## config.mk

```make
export PLATFORM = sky130hd
export DESIGN_NAME = evolveEvalTop
export DESIGN_NICKNAME = d
export VERILOG_FILES = /design/src/design/evo_pkg.sv /design/src/design/sampleBuffer.sv /design/src/design/chromDecode.sv /design/src/design/circuitEval.sv /design/src/design/errorAccum.sv /design/src/design/evolveEvalTop.sv
export VERILOG_INCLUDE_DIRS = /design/src /design/src/include
export SDC_FILE = /design/constraint.sdc
export NUM_CORES = 1
export LEC_CHECK = 0
export BUFFER_PORTS_ARGS = -buffer_cell sky130_fd_sc_hd__buf_2
export CORE_ASPECT_RATIO = 2
export CORE_UTILIZATION = 58
export DETAILED_ROUTE_END_ITERATION = 7
export PLACE_DENSITY = 0.83
export SLEW_MARGIN = 25
export SYNTH_ARGS = -nofsm -noshare
export SYNTH_HDL_FRONTEND = slang
export SYNTH_SLANG_ARGS = --single-unit
```

## constraint.sdc

```tcl
create_clock -name clk -period 16 [get_ports clk]
set_input_delay 2.4 -clock clk [delete_from_list [all_inputs] [get_ports clk]]
set_output_delay 2.4 -clock clk [all_outputs]
set_load 0.005 [all_outputs]
```

## src/include/evo_params.svh

```systemverilog
`ifndef EVO_PARAMS_SVH
`define EVO_PARAMS_SVH

// circuit shape
`define EVO_IN_BITS 8 // input bits, nodes 0..7
`define EVO_OUT_BITS 8 // output bits, taken from the last genes
`define EVO_NUM_GENES 16 // two-input gates in the network

// gene word fields
`define EVO_SRC_BITS 5 // node index width, 32 addressable nodes
`define EVO_OP_BITS 3 // gate opcode width
`define EVO_GENE_BITS 16 // one raw gene word

// sample stream
`define EVO_BUF_DEPTH 4 // fifo entries, same as sender credits

// error counters
`define EVO_SUM_BITS 16 // per output bit

`endif

```

## src/design/evo_pkg.sv

```systemverilog
`default_nettype none

`include "evo_params.svh"

package evo_pkg;

	typedef enum logic [`EVO_OP_BITS-1:0] {
		opAnd, // 0
		opOr,
		opXor,
		opNand,
		opNor,
		opXnor,
		opNotA, // ignores srcB
		opPassA // ignores srcB
	} geneOp_e;

	typedef struct packed {
		geneOp_e op; // top bits of the word
		logic [`EVO_SRC_BITS-1:0] srcA;
		logic [`EVO_SRC_BITS-1:0] srcB;
		logic [`EVO_GENE_BITS-`EVO_OP_BITS-2*`EVO_SRC_BITS-1:0] spare; // unused low bits
	} geneWord_t;

	typedef struct packed {
		geneOp_e op;
		logic [`EVO_SRC_BITS-1:0] srcA;
		logic [`EVO_SRC_BITS-1:0] srcB;
		logic srcAOk; // srcA points at a lower node
		logic srcBOk;
	} gene_t;

	typedef geneWord_t [`EVO_NUM_GENES-1:0] chrom_t; // gene 0 in the low word

	typedef struct packed {
		logic [`EVO_IN_BITS-1:0] inSeq; // circuit input
		logic [`EVO_OUT_BITS-1:0] expected; // wanted output
		logic [`EVO_OUT_BITS-1:0] validMask; // bits that count
		logic last; // closes the run
	} sample_t;

	typedef logic [`EVO_OUT_BITS-1:0][`EVO_SUM_BITS-1:0] errorSums_t; // index = output bit

endpackage

`default_nettype wire

```

## src/design/sampleBuffer.sv

```systemverilog
`timescale 1ns/1ps
`default_nettype none

`include "evo_params.svh"

module sampleBuffer (
	input logic clk,
	input logic rst,
	input logic sampleValid, // sender spent a credit
	input evo_pkg::sample_t sampleIn,
	output logic popValid,
	output evo_pkg::sample_t popSample,
	output logic creditReturn // one pulse per pop
);
	import evo_pkg::*;

	localparam int Depth = `EVO_BUF_DEPTH;
	localparam int PtrBits = $clog2(Depth);
	localparam int CntBits = $clog2(Depth + 1);

	sample_t mem [Depth]; // circular storage
	logic [PtrBits-1:0] wrPtr;
	logic [PtrBits-1:0] rdPtr;
	logic [CntBits-1:0] count; // occupancy
	logic pop;

	assign pop = (count != '0); // drain whenever something is held

	always_ff @(posedge clk) begin
		if (sampleValid) begin
			mem[wrPtr] <= sampleIn;
		end
		if (pop) begin
			popSample <= mem[rdPtr]; // head goes out with popValid
		end
	end

	always_ff @(posedge clk) begin
		if (rst) begin
			wrPtr <= '0;
			rdPtr <= '0;
			count <= '0;
			popValid <= 1'b0;
			creditReturn <= 1'b0;
		end else begin
			popValid <= pop;
			creditReturn <= pop; // credit back in the pop cycle
			if (sampleValid) begin
				wrPtr <= (wrPtr == PtrBits'(Depth - 1)) ? '0 : wrPtr + 1'b1;
			end
			if (pop) begin
				rdPtr <= (rdPtr == PtrBits'(Depth - 1)) ? '0 : rdPtr + 1'b1;
			end
			case ({sampleValid, pop})
				2'b10: count <= count + 1'b1;
				2'b01: count <= count - 1'b1;
				default: count <= count; // idle or write+pop
			endcase
		end
	end

	// sender must never write into a full fifo
	creditOverflow: assert property (@(posedge clk) disable iff (rst)
		!(sampleValid && count == CntBits'(Depth)))
		else $error("sampleBuffer write while full, credit violation");

endmodule

`default_nettype wire

```

## src/design/chromDecode.sv

```systemverilog
`timescale 1ns/1ps
`default_nettype none

`include "evo_params.svh"

module chromDecode (
	input logic clk,
	input logic rst,
	input logic start, // latch a new chromosome
	input evo_pkg::chrom_t chrom,
	output evo_pkg::gene_t [`EVO_NUM_GENES-1:0] genes
);
	import evo_pkg::*;

	localparam int NumNodes = `EVO_IN_BITS + `EVO_NUM_GENES; // 24 real nodes

	gene_t [`EVO_NUM_GENES-1:0] decoded;

	// a source must sit below the gene's own node
	always_comb begin
		for (int k = 0; k < `EVO_NUM_GENES; k++) begin
			decoded[k].op = chrom[k].op;
			decoded[k].srcA = chrom[k].srcA;
			decoded[k].srcB = chrom[k].srcB;
			decoded[k].srcAOk = (int'(chrom[k].srcA) < `EVO_IN_BITS + k) &&
				(int'(chrom[k].srcA) < NumNodes); // 24..31 read zero
			decoded[k].srcBOk = (int'(chrom[k].srcB) < `EVO_IN_BITS + k) &&
				(int'(chrom[k].srcB) < NumNodes);
		end
	end

	always_ff @(posedge clk) begin
		if (rst) begin
			for (int k = 0; k < `EVO_NUM_GENES; k++) begin
				// all-zero gene word as decoded, node 0 is a legal source
				genes[k] <= '{op: opAnd, srcA: '0, srcB: '0, srcAOk: 1'b1, srcBOk: 1'b1};
			end
		end else if (start) begin
			genes <= decoded; // held until next start
		end
	end

endmodule

`default_nettype wire

```

## src/design/circuitEval.sv

```systemverilog
`timescale 1ns/1ps
`default_nettype none

`include "evo_params.svh"

module circuitEval (
	input logic clk,
	input logic rst,
	input logic inValid,
	input evo_pkg::sample_t inSample,
	input evo_pkg::gene_t [`EVO_NUM_GENES-1:0] genes,
	output logic outValid,
	output evo_pkg::sample_t outSample,
	output logic [`EVO_OUT_BITS-1:0] circuitOut
);
	import evo_pkg::*;

	localparam int NodeSpace = 1 << `EVO_SRC_BITS; // every index a source can name
	localparam int FirstOut = `EVO_NUM_GENES - `EVO_OUT_BITS; // first output gene
	localparam int LowNodes = `EVO_IN_BITS + FirstOut; // nodes kept after stage one

	typedef logic [NodeSpace-1:0] nodeVec_t;

	function automatic logic gateOut(input geneOp_e op, input logic a, input logic b);
		case (op)
			opAnd: gateOut = a & b;
			opOr: gateOut = a | b;
			opXor: gateOut = a ^ b;
			opNand: gateOut = ~(a & b);
			opNor: gateOut = ~(a | b);
			opXnor: gateOut = ~(a ^ b);
			opNotA: gateOut = ~a;
			default: gateOut = a; // pass A
		endcase
	endfunction

	// genes lo..hi-1 in order, each may read anything below it
	function automatic nodeVec_t evalGenes(input nodeVec_t base,
			input gene_t [`EVO_NUM_GENES-1:0] g, input int lo, input int hi);
		nodeVec_t n;
		logic a;
		logic b;
		n = base;
		for (int k = lo; k < hi; k++) begin
			a = g[k].srcAOk ? n[g[k].srcA] : 1'b0; // bad source reads 0
			b = g[k].srcBOk ? n[g[k].srcB] : 1'b0;
			n[`EVO_IN_BITS + k] = gateOut(g[k].op, a, b);
		end
		return n;
	endfunction

	nodeVec_t stageOneNodes;
	nodeVec_t stageTwoNodes;
	logic [LowNodes-1:0] lowNodes; // inputs plus gates 0..7
	logic s1Valid;
	sample_t s1Sample;

	always_comb begin
		stageOneNodes = evalGenes(nodeVec_t'(inSample.inSeq), genes, 0, FirstOut);
		stageTwoNodes = evalGenes(nodeVec_t'(lowNodes), genes, FirstOut, `EVO_NUM_GENES);
	end

	always_ff @(posedge clk) begin
		if (inValid) begin
			lowNodes <= stageOneNodes[LowNodes-1:0];
			s1Sample <= inSample;
		end
		if (s1Valid) begin
			circuitOut <= stageTwoNodes[LowNodes +: `EVO_OUT_BITS]; // nodes 16..23
			outSample <= s1Sample;
		end
	end

	always_ff @(posedge clk) begin
		if (rst) begin
			s1Valid <= 1'b0;
			outValid <= 1'b0;
		end else begin
			s1Valid <= inValid;
			outValid <= s1Valid;
		end
	end

	evalLatency: assert property (@(posedge clk) disable iff (rst)
		outValid == $past(inValid, 2))
		else $error("circuitEval outValid not two cycles after inValid");

endmodule

`default_nettype wire

```

## src/design/errorAccum.sv

```systemverilog
`timescale 1ns/1ps
`default_nettype none

`include "evo_params.svh"

module errorAccum (
	input logic clk,
	input logic rst,
	input logic start, // new run, clear sums
	input logic resValid,
	input evo_pkg::sample_t resSample,
	input logic [`EVO_OUT_BITS-1:0] circuitOut,
	output evo_pkg::errorSums_t errorSums,
	output logic done
);
	import evo_pkg::*;

	logic [`EVO_OUT_BITS-1:0] mismatch;
	logic lastAcc; // last sample just added

	assign mismatch = (circuitOut ^ resSample.expected) & resSample.validMask;

	always_ff @(posedge clk) begin
		if (rst) begin
			errorSums <= '0;
			lastAcc <= 1'b0;
			done <= 1'b0;
		end else begin
			lastAcc <= resValid && resSample.last;
			done <= lastAcc; // sums already final here
			if (start) begin
				errorSums <= '0;
			end else if (resValid) begin
				for (int b = 0; b < `EVO_OUT_BITS; b++) begin
					errorSums[b] <= errorSums[b] + `EVO_SUM_BITS'(mismatch[b]);
				end
			end
		end
	end

	// one last sample per run gives a single-cycle done
	donePulse: assert property (@(posedge clk) disable iff (rst)
		done |=> !done)
		else $error("errorAccum done high two cycles in a row");

endmodule

`default_nettype wire

```

## src/design/evolveEvalTop.sv

```systemverilog
`timescale 1ns/1ps
`default_nettype none

`include "evo_params.svh"

module evolveEvalTop (
	input logic clk,
	input logic rst,
	input logic start, // only while idle
	input evo_pkg::chrom_t chrom,
	input logic sampleValid,
	input evo_pkg::sample_t sampleIn,
	output logic creditReturn,
	output evo_pkg::errorSums_t errorSums,
	output logic done
);
	import evo_pkg::*;

	logic popValid; // fifo head
	sample_t popSample;
	gene_t [`EVO_NUM_GENES-1:0] genes; // decoded chromosome
	logic evalValid; // pipeline result
	sample_t evalSample;
	logic [`EVO_OUT_BITS-1:0] circuitOut;

	sampleBuffer u_sampleBuffer (
		.clk(clk),
		.rst(rst),
		.sampleValid(sampleValid),
		.sampleIn(sampleIn),
		.popValid(popValid),
		.popSample(popSample),
		.creditReturn(creditReturn)
	);

	chromDecode u_chromDecode (
		.clk(clk),
		.rst(rst),
		.start(start),
		.chrom(chrom),
		.genes(genes)
	);

	circuitEval u_circuitEval (
		.clk(clk),
		.rst(rst),
		.inValid(popValid),
		.inSample(popSample),
		.genes(genes),
		.outValid(evalValid),
		.outSample(evalSample),
		.circuitOut(circuitOut)
	);

	errorAccum u_errorAccum (
		.clk(clk),
		.rst(rst),
		.start(start),
		.resValid(evalValid),
		.resSample(evalSample),
		.circuitOut(circuitOut),
		.errorSums(errorSums),
		.done(done)
	);

endmodule

`default_nettype wire

```

==> results.sh <==
export IMPL_hp_class="register to register"
export IMPL_drc_errors=0
export IMPL_synth_area_leaders="dfxtp_1 27%, edfxtp_1 20%, mux4_2 10%"
export IMPL_wl_mm=74.1
export IMPL_critical_path_startpoint_type="register"
export IMPL_regToRegStartpoint="u_chromDecode.genes[127]$_SDFFE_PP0P_"
export IMPL_fin_skew_ns=0.0190
export IMPL_yosys_warnings=0
export IMPL_drtIter0Drc=1643
export IMPL_avgSynthCellArea_um2=10.8
export IMPL_drv_cap=0
export IMPL_critPathCaptureType="register"
export IMPL_synthTopCellsByCount="421 x nor2_1, 380 x dfxtp_1, 258 x mux2i_1"
export IMPL_p_leak_nw=12.7
export IMPL_period_needed_ns=15.00
export IMPL_post_place_ws_ns=1.25
export IMPL_setup_tns_ns=0
export IMPL_grt_pass1_wl_mm=113
export IMPL_worst_ep_arrival_time_ns=15.36
export IMPL_grt_total_usage_pct=29.5
export IMPL_root_buffer="clkbuf_16"
export IMPL_post_synth_top_count_cell="nor2_1"
export IMPL_final_hold_viol_count=0
export IMPL_coreArea_um2=47600
export IMPL_vias=22051
export IMPL_final_util_pct=66.9
export IMPL_ioPinCount=415
export IMPL_slowest_delay_ns=0.57
export IMPL_finalMaxSlewViolations=0
export IMPL_nets=3203
export IMPL_crit_start="u_chromDecode.genes[127]$_SDFFE_PP0P_"
export IMPL_synth_async_reset_ratio_pct=0
export IMPL_grt_overflow_total=0
export IMPL_synth_flop_cell="dfxtp_1"
export IMPL_first_pass_iters=6
export IMPL_worstRegToRegCells=64
export IMPL_powerDensity_nw_per_um2=128
export IMPL_routed_via_density=6.20
export IMPL_p_total_mw=4.08
export IMPL_crit_slowest_cell="a2111oi_1"
export IMPL_grt_pass1_vias=22279
export IMPL_clkLatencyLatePin_ns=0.61
export IMPL_synth_top_area_share_pct=27.1
export IMPL_die_area_um2=49400
export IMPL_tightestPinTransition_ns=0.978
export IMPL_peakVddDrop_uv=102
export IMPL_synth_top_area_cell="dfxtp_1"
export IMPL_crit_required_ns=16.35
export IMPL_gp_routability_congestion=0.892
export IMPL_synth_seq_area_share_pct=46.6
export IMPL_netlist_area_um2=28100
export IMPL_die_width_um=158
export IMPL_reg2reg_slack_ns=1.0
export IMPL_layout_drive_gt1_share_pct=22.6
export IMPL_grt_antenna_before_repair=24
export IMPL_crit_top_cell="ha_1"
export IMPL_ys_types=107
export IMPL_syn_nets=2933
export IMPL_setup_slack_ns=0.997
export IMPL_wl_per_cell_um=20.8
export IMPL_synth_seq_cells=563
export IMPL_path_clk_slew_ns=0.07
export IMPL_htree_levels=2
export IMPL_io_buffers=366
export IMPL_ant_nets=0
export IMPL_crit_end="u_circuitEval.circuitOut[7]$_DFFE_PP_"
export IMPL_cts_buffers=48
export IMPL_num_rows=113
export IMPL_setup_viol=0
export IMPL_die_h_um=313
export IMPL_synth_edf_count=183
export IMPL_synthToLayoutAreaGrowth_pct=13.4
export IMPL_hpwl_mm=52.1
export IMPL_netlist_instances=2609
export IMPL_clk_path_buf_depth=3
export IMPL_slew_headroom_pct=34.8
export IMPL_start_util_pct=59.0
export IMPL_crit_type="register to register"
export IMPL_clock_sinks=563
export IMPL_grt_max_degree=158
export IMPL_rsz0062_at_grt="no"
export IMPL_fmaxAchievable_mhz=66.7
export IMPL_r2r_end="u_circuitEval.circuitOut[7]$_DFFE_PP_"
export IMPL_cts_tree="built"
export IMPL_finalCritPeriodShare_pct=93.8
export IMPL_post_cts_buffers=0
export IMPL_hold_slack_ns=0.419
export IMPL_path_max_fanout=10
export IMPL_status="complete, no violations"
[layout by cell type, fill, tap and decap left out, drive strengths merged, types with 19 or more instances in the layout]
cell type / netlist / final
and2: 22 / 22
o21ai: 56 / 56
buf: 35 / 393
nand2: 138 / 138
clkbuf: 138 / 59
nand3: 58 / 58
nor2: 421 / 421
clkinv: 1 / 19
mux2i: 258 / 258
a31oi: 21 / 21
edfxtp: 183 / 183
or3: 20 / 20
ha: 38 / 38
inv: 77 / 78
a21oi: 79 / 79
xnor2: 20 / 20
dfxtp: 380 / 380
nor3: 30 / 30
nand2b: 32 / 32
xor2: 93 / 93
nor2b: 29 / 29
mux4: 132 / 132
and3: 42 / 42
[kinds of logic (layout without fill, tap and decap cells)]
kind of cell	after synthesis	in the layout	synth area share (%)
compound gates	362	362	9.52
flops	563	563	46.6
buf+inv	251	556	3.46
fa+ha+maj	39	39	1.76
xor+xnor	113	113	3.52
mux	399	399	20.2
simple gates	882	882	15.0
other cells	0	9	0
[where the power goes]
part | internal [mW] | switching [mW]
combinational | 0.505 | 0.617
clock | 0.618 | 0.541
sequential | 1.65 | 0.151
total | 2.77 | 1.31
[stage by stage]
stage | instance area, um2 | instances
after floorplan | 28100 | 2609
after global placement | 30300 | 3460
after detailed placement | 30300 | 3460
after CTS | 31800 | 3545
after global routing | 31900 | 3552
final | 31900 | 3555
[how the worst min path moves through the flow]
stage                                          start                               endpoint  slack [ns]  depth (start not counted)
6_report        u_circuitEval.s1Sample[12]$_DFFE_PP_  u_circuitEval.outSample[12]$_DFFE_PP_        0.42                          0
5_1_grt        u_sampleBuffer.popSample[8]$_DFFE_PN_    u_circuitEval.s1Sample[8]$_DFFE_PP_        0.42                          0
4_1_cts         u_circuitEval.s1Sample[12]$_DFFE_PP_  u_circuitEval.outSample[12]$_DFFE_PP_        0.42                          0
3_5_place_dp    u_circuitEval.s1Sample[16]$_DFFE_PP_  u_circuitEval.outSample[16]$_DFFE_PP_        0.40                          0
3_3_place_gp     u_circuitEval.s1Sample[7]$_DFFE_PP_   u_circuitEval.outSample[7]$_DFFE_PP_        0.40                          0
2_1_floorplan    u_circuitEval.s1Sample[0]$_DFFE_PP_   u_circuitEval.outSample[0]$_DFFE_PP_        0.40                          0
[worst max-delay path, delay by kind of cell (launching register included)]
kind / cells / cell delay [ns]
buf+inv: 3 / 0.19
fa+ha+maj: 8 / 2.16
flops: 1 / 0.56
simple gates: 14 / 2.66
compound gates: 33 / 8.09
mux: 6 / 1.09
[routing by layer]
layer  vias to the layer above  track usage (%)  part of all wire (%)
li1                      10079                -                     -
met1                     10645             29.4                    34
met4                        26             16.7                   5.5
met5                         -                0                  0.23
met2                       995             54.8                    53
met3                       306             6.78                   7.8
[registers in the layout, summed over array words and instances (netlist names)]
signal,count
u_chromDecode.genes,240
u_errorAccum.errorSums,128
u_sampleBuffer.mem,100
u_sampleBuffer.popSample,25
u_circuitEval.outSample,17
u_circuitEval.s1Sample,17
u_circuitEval.lowNodes,16
u_circuitEval.circuitOut,8
u_sampleBuffer.count,3
u_sampleBuffer.rdPtr,2
u_sampleBuffer.wrPtr,2
u_circuitEval.outValid,1
u_circuitEval.s1Valid,1
u_errorAccum.done,1
u_errorAccum.lastAcc,1
u_sampleBuffer.popValid,1
[timing repair]
action / CTS / global route
hold buffers: 0 / 0
gates resized for setup: 0 / 1
endpoints found under the setup margin: 0 / 1
[cell type report]
class / count / area [um2]
Clock inverter: 26 / 241
Antenna cell: 9 / 22.5
Inverter: 78 / 295
Clock buffer: 59 / 1300
Multi-Input combinational cell: 1795 / 14100
Fill cell: 3531 / 15800
Tap cell: 632 / 791
Timing Repair Buffer: 393 / 2080
Sequential cell: 563 / 13100
No activity file was read; power rests on OpenSTA's default activity.
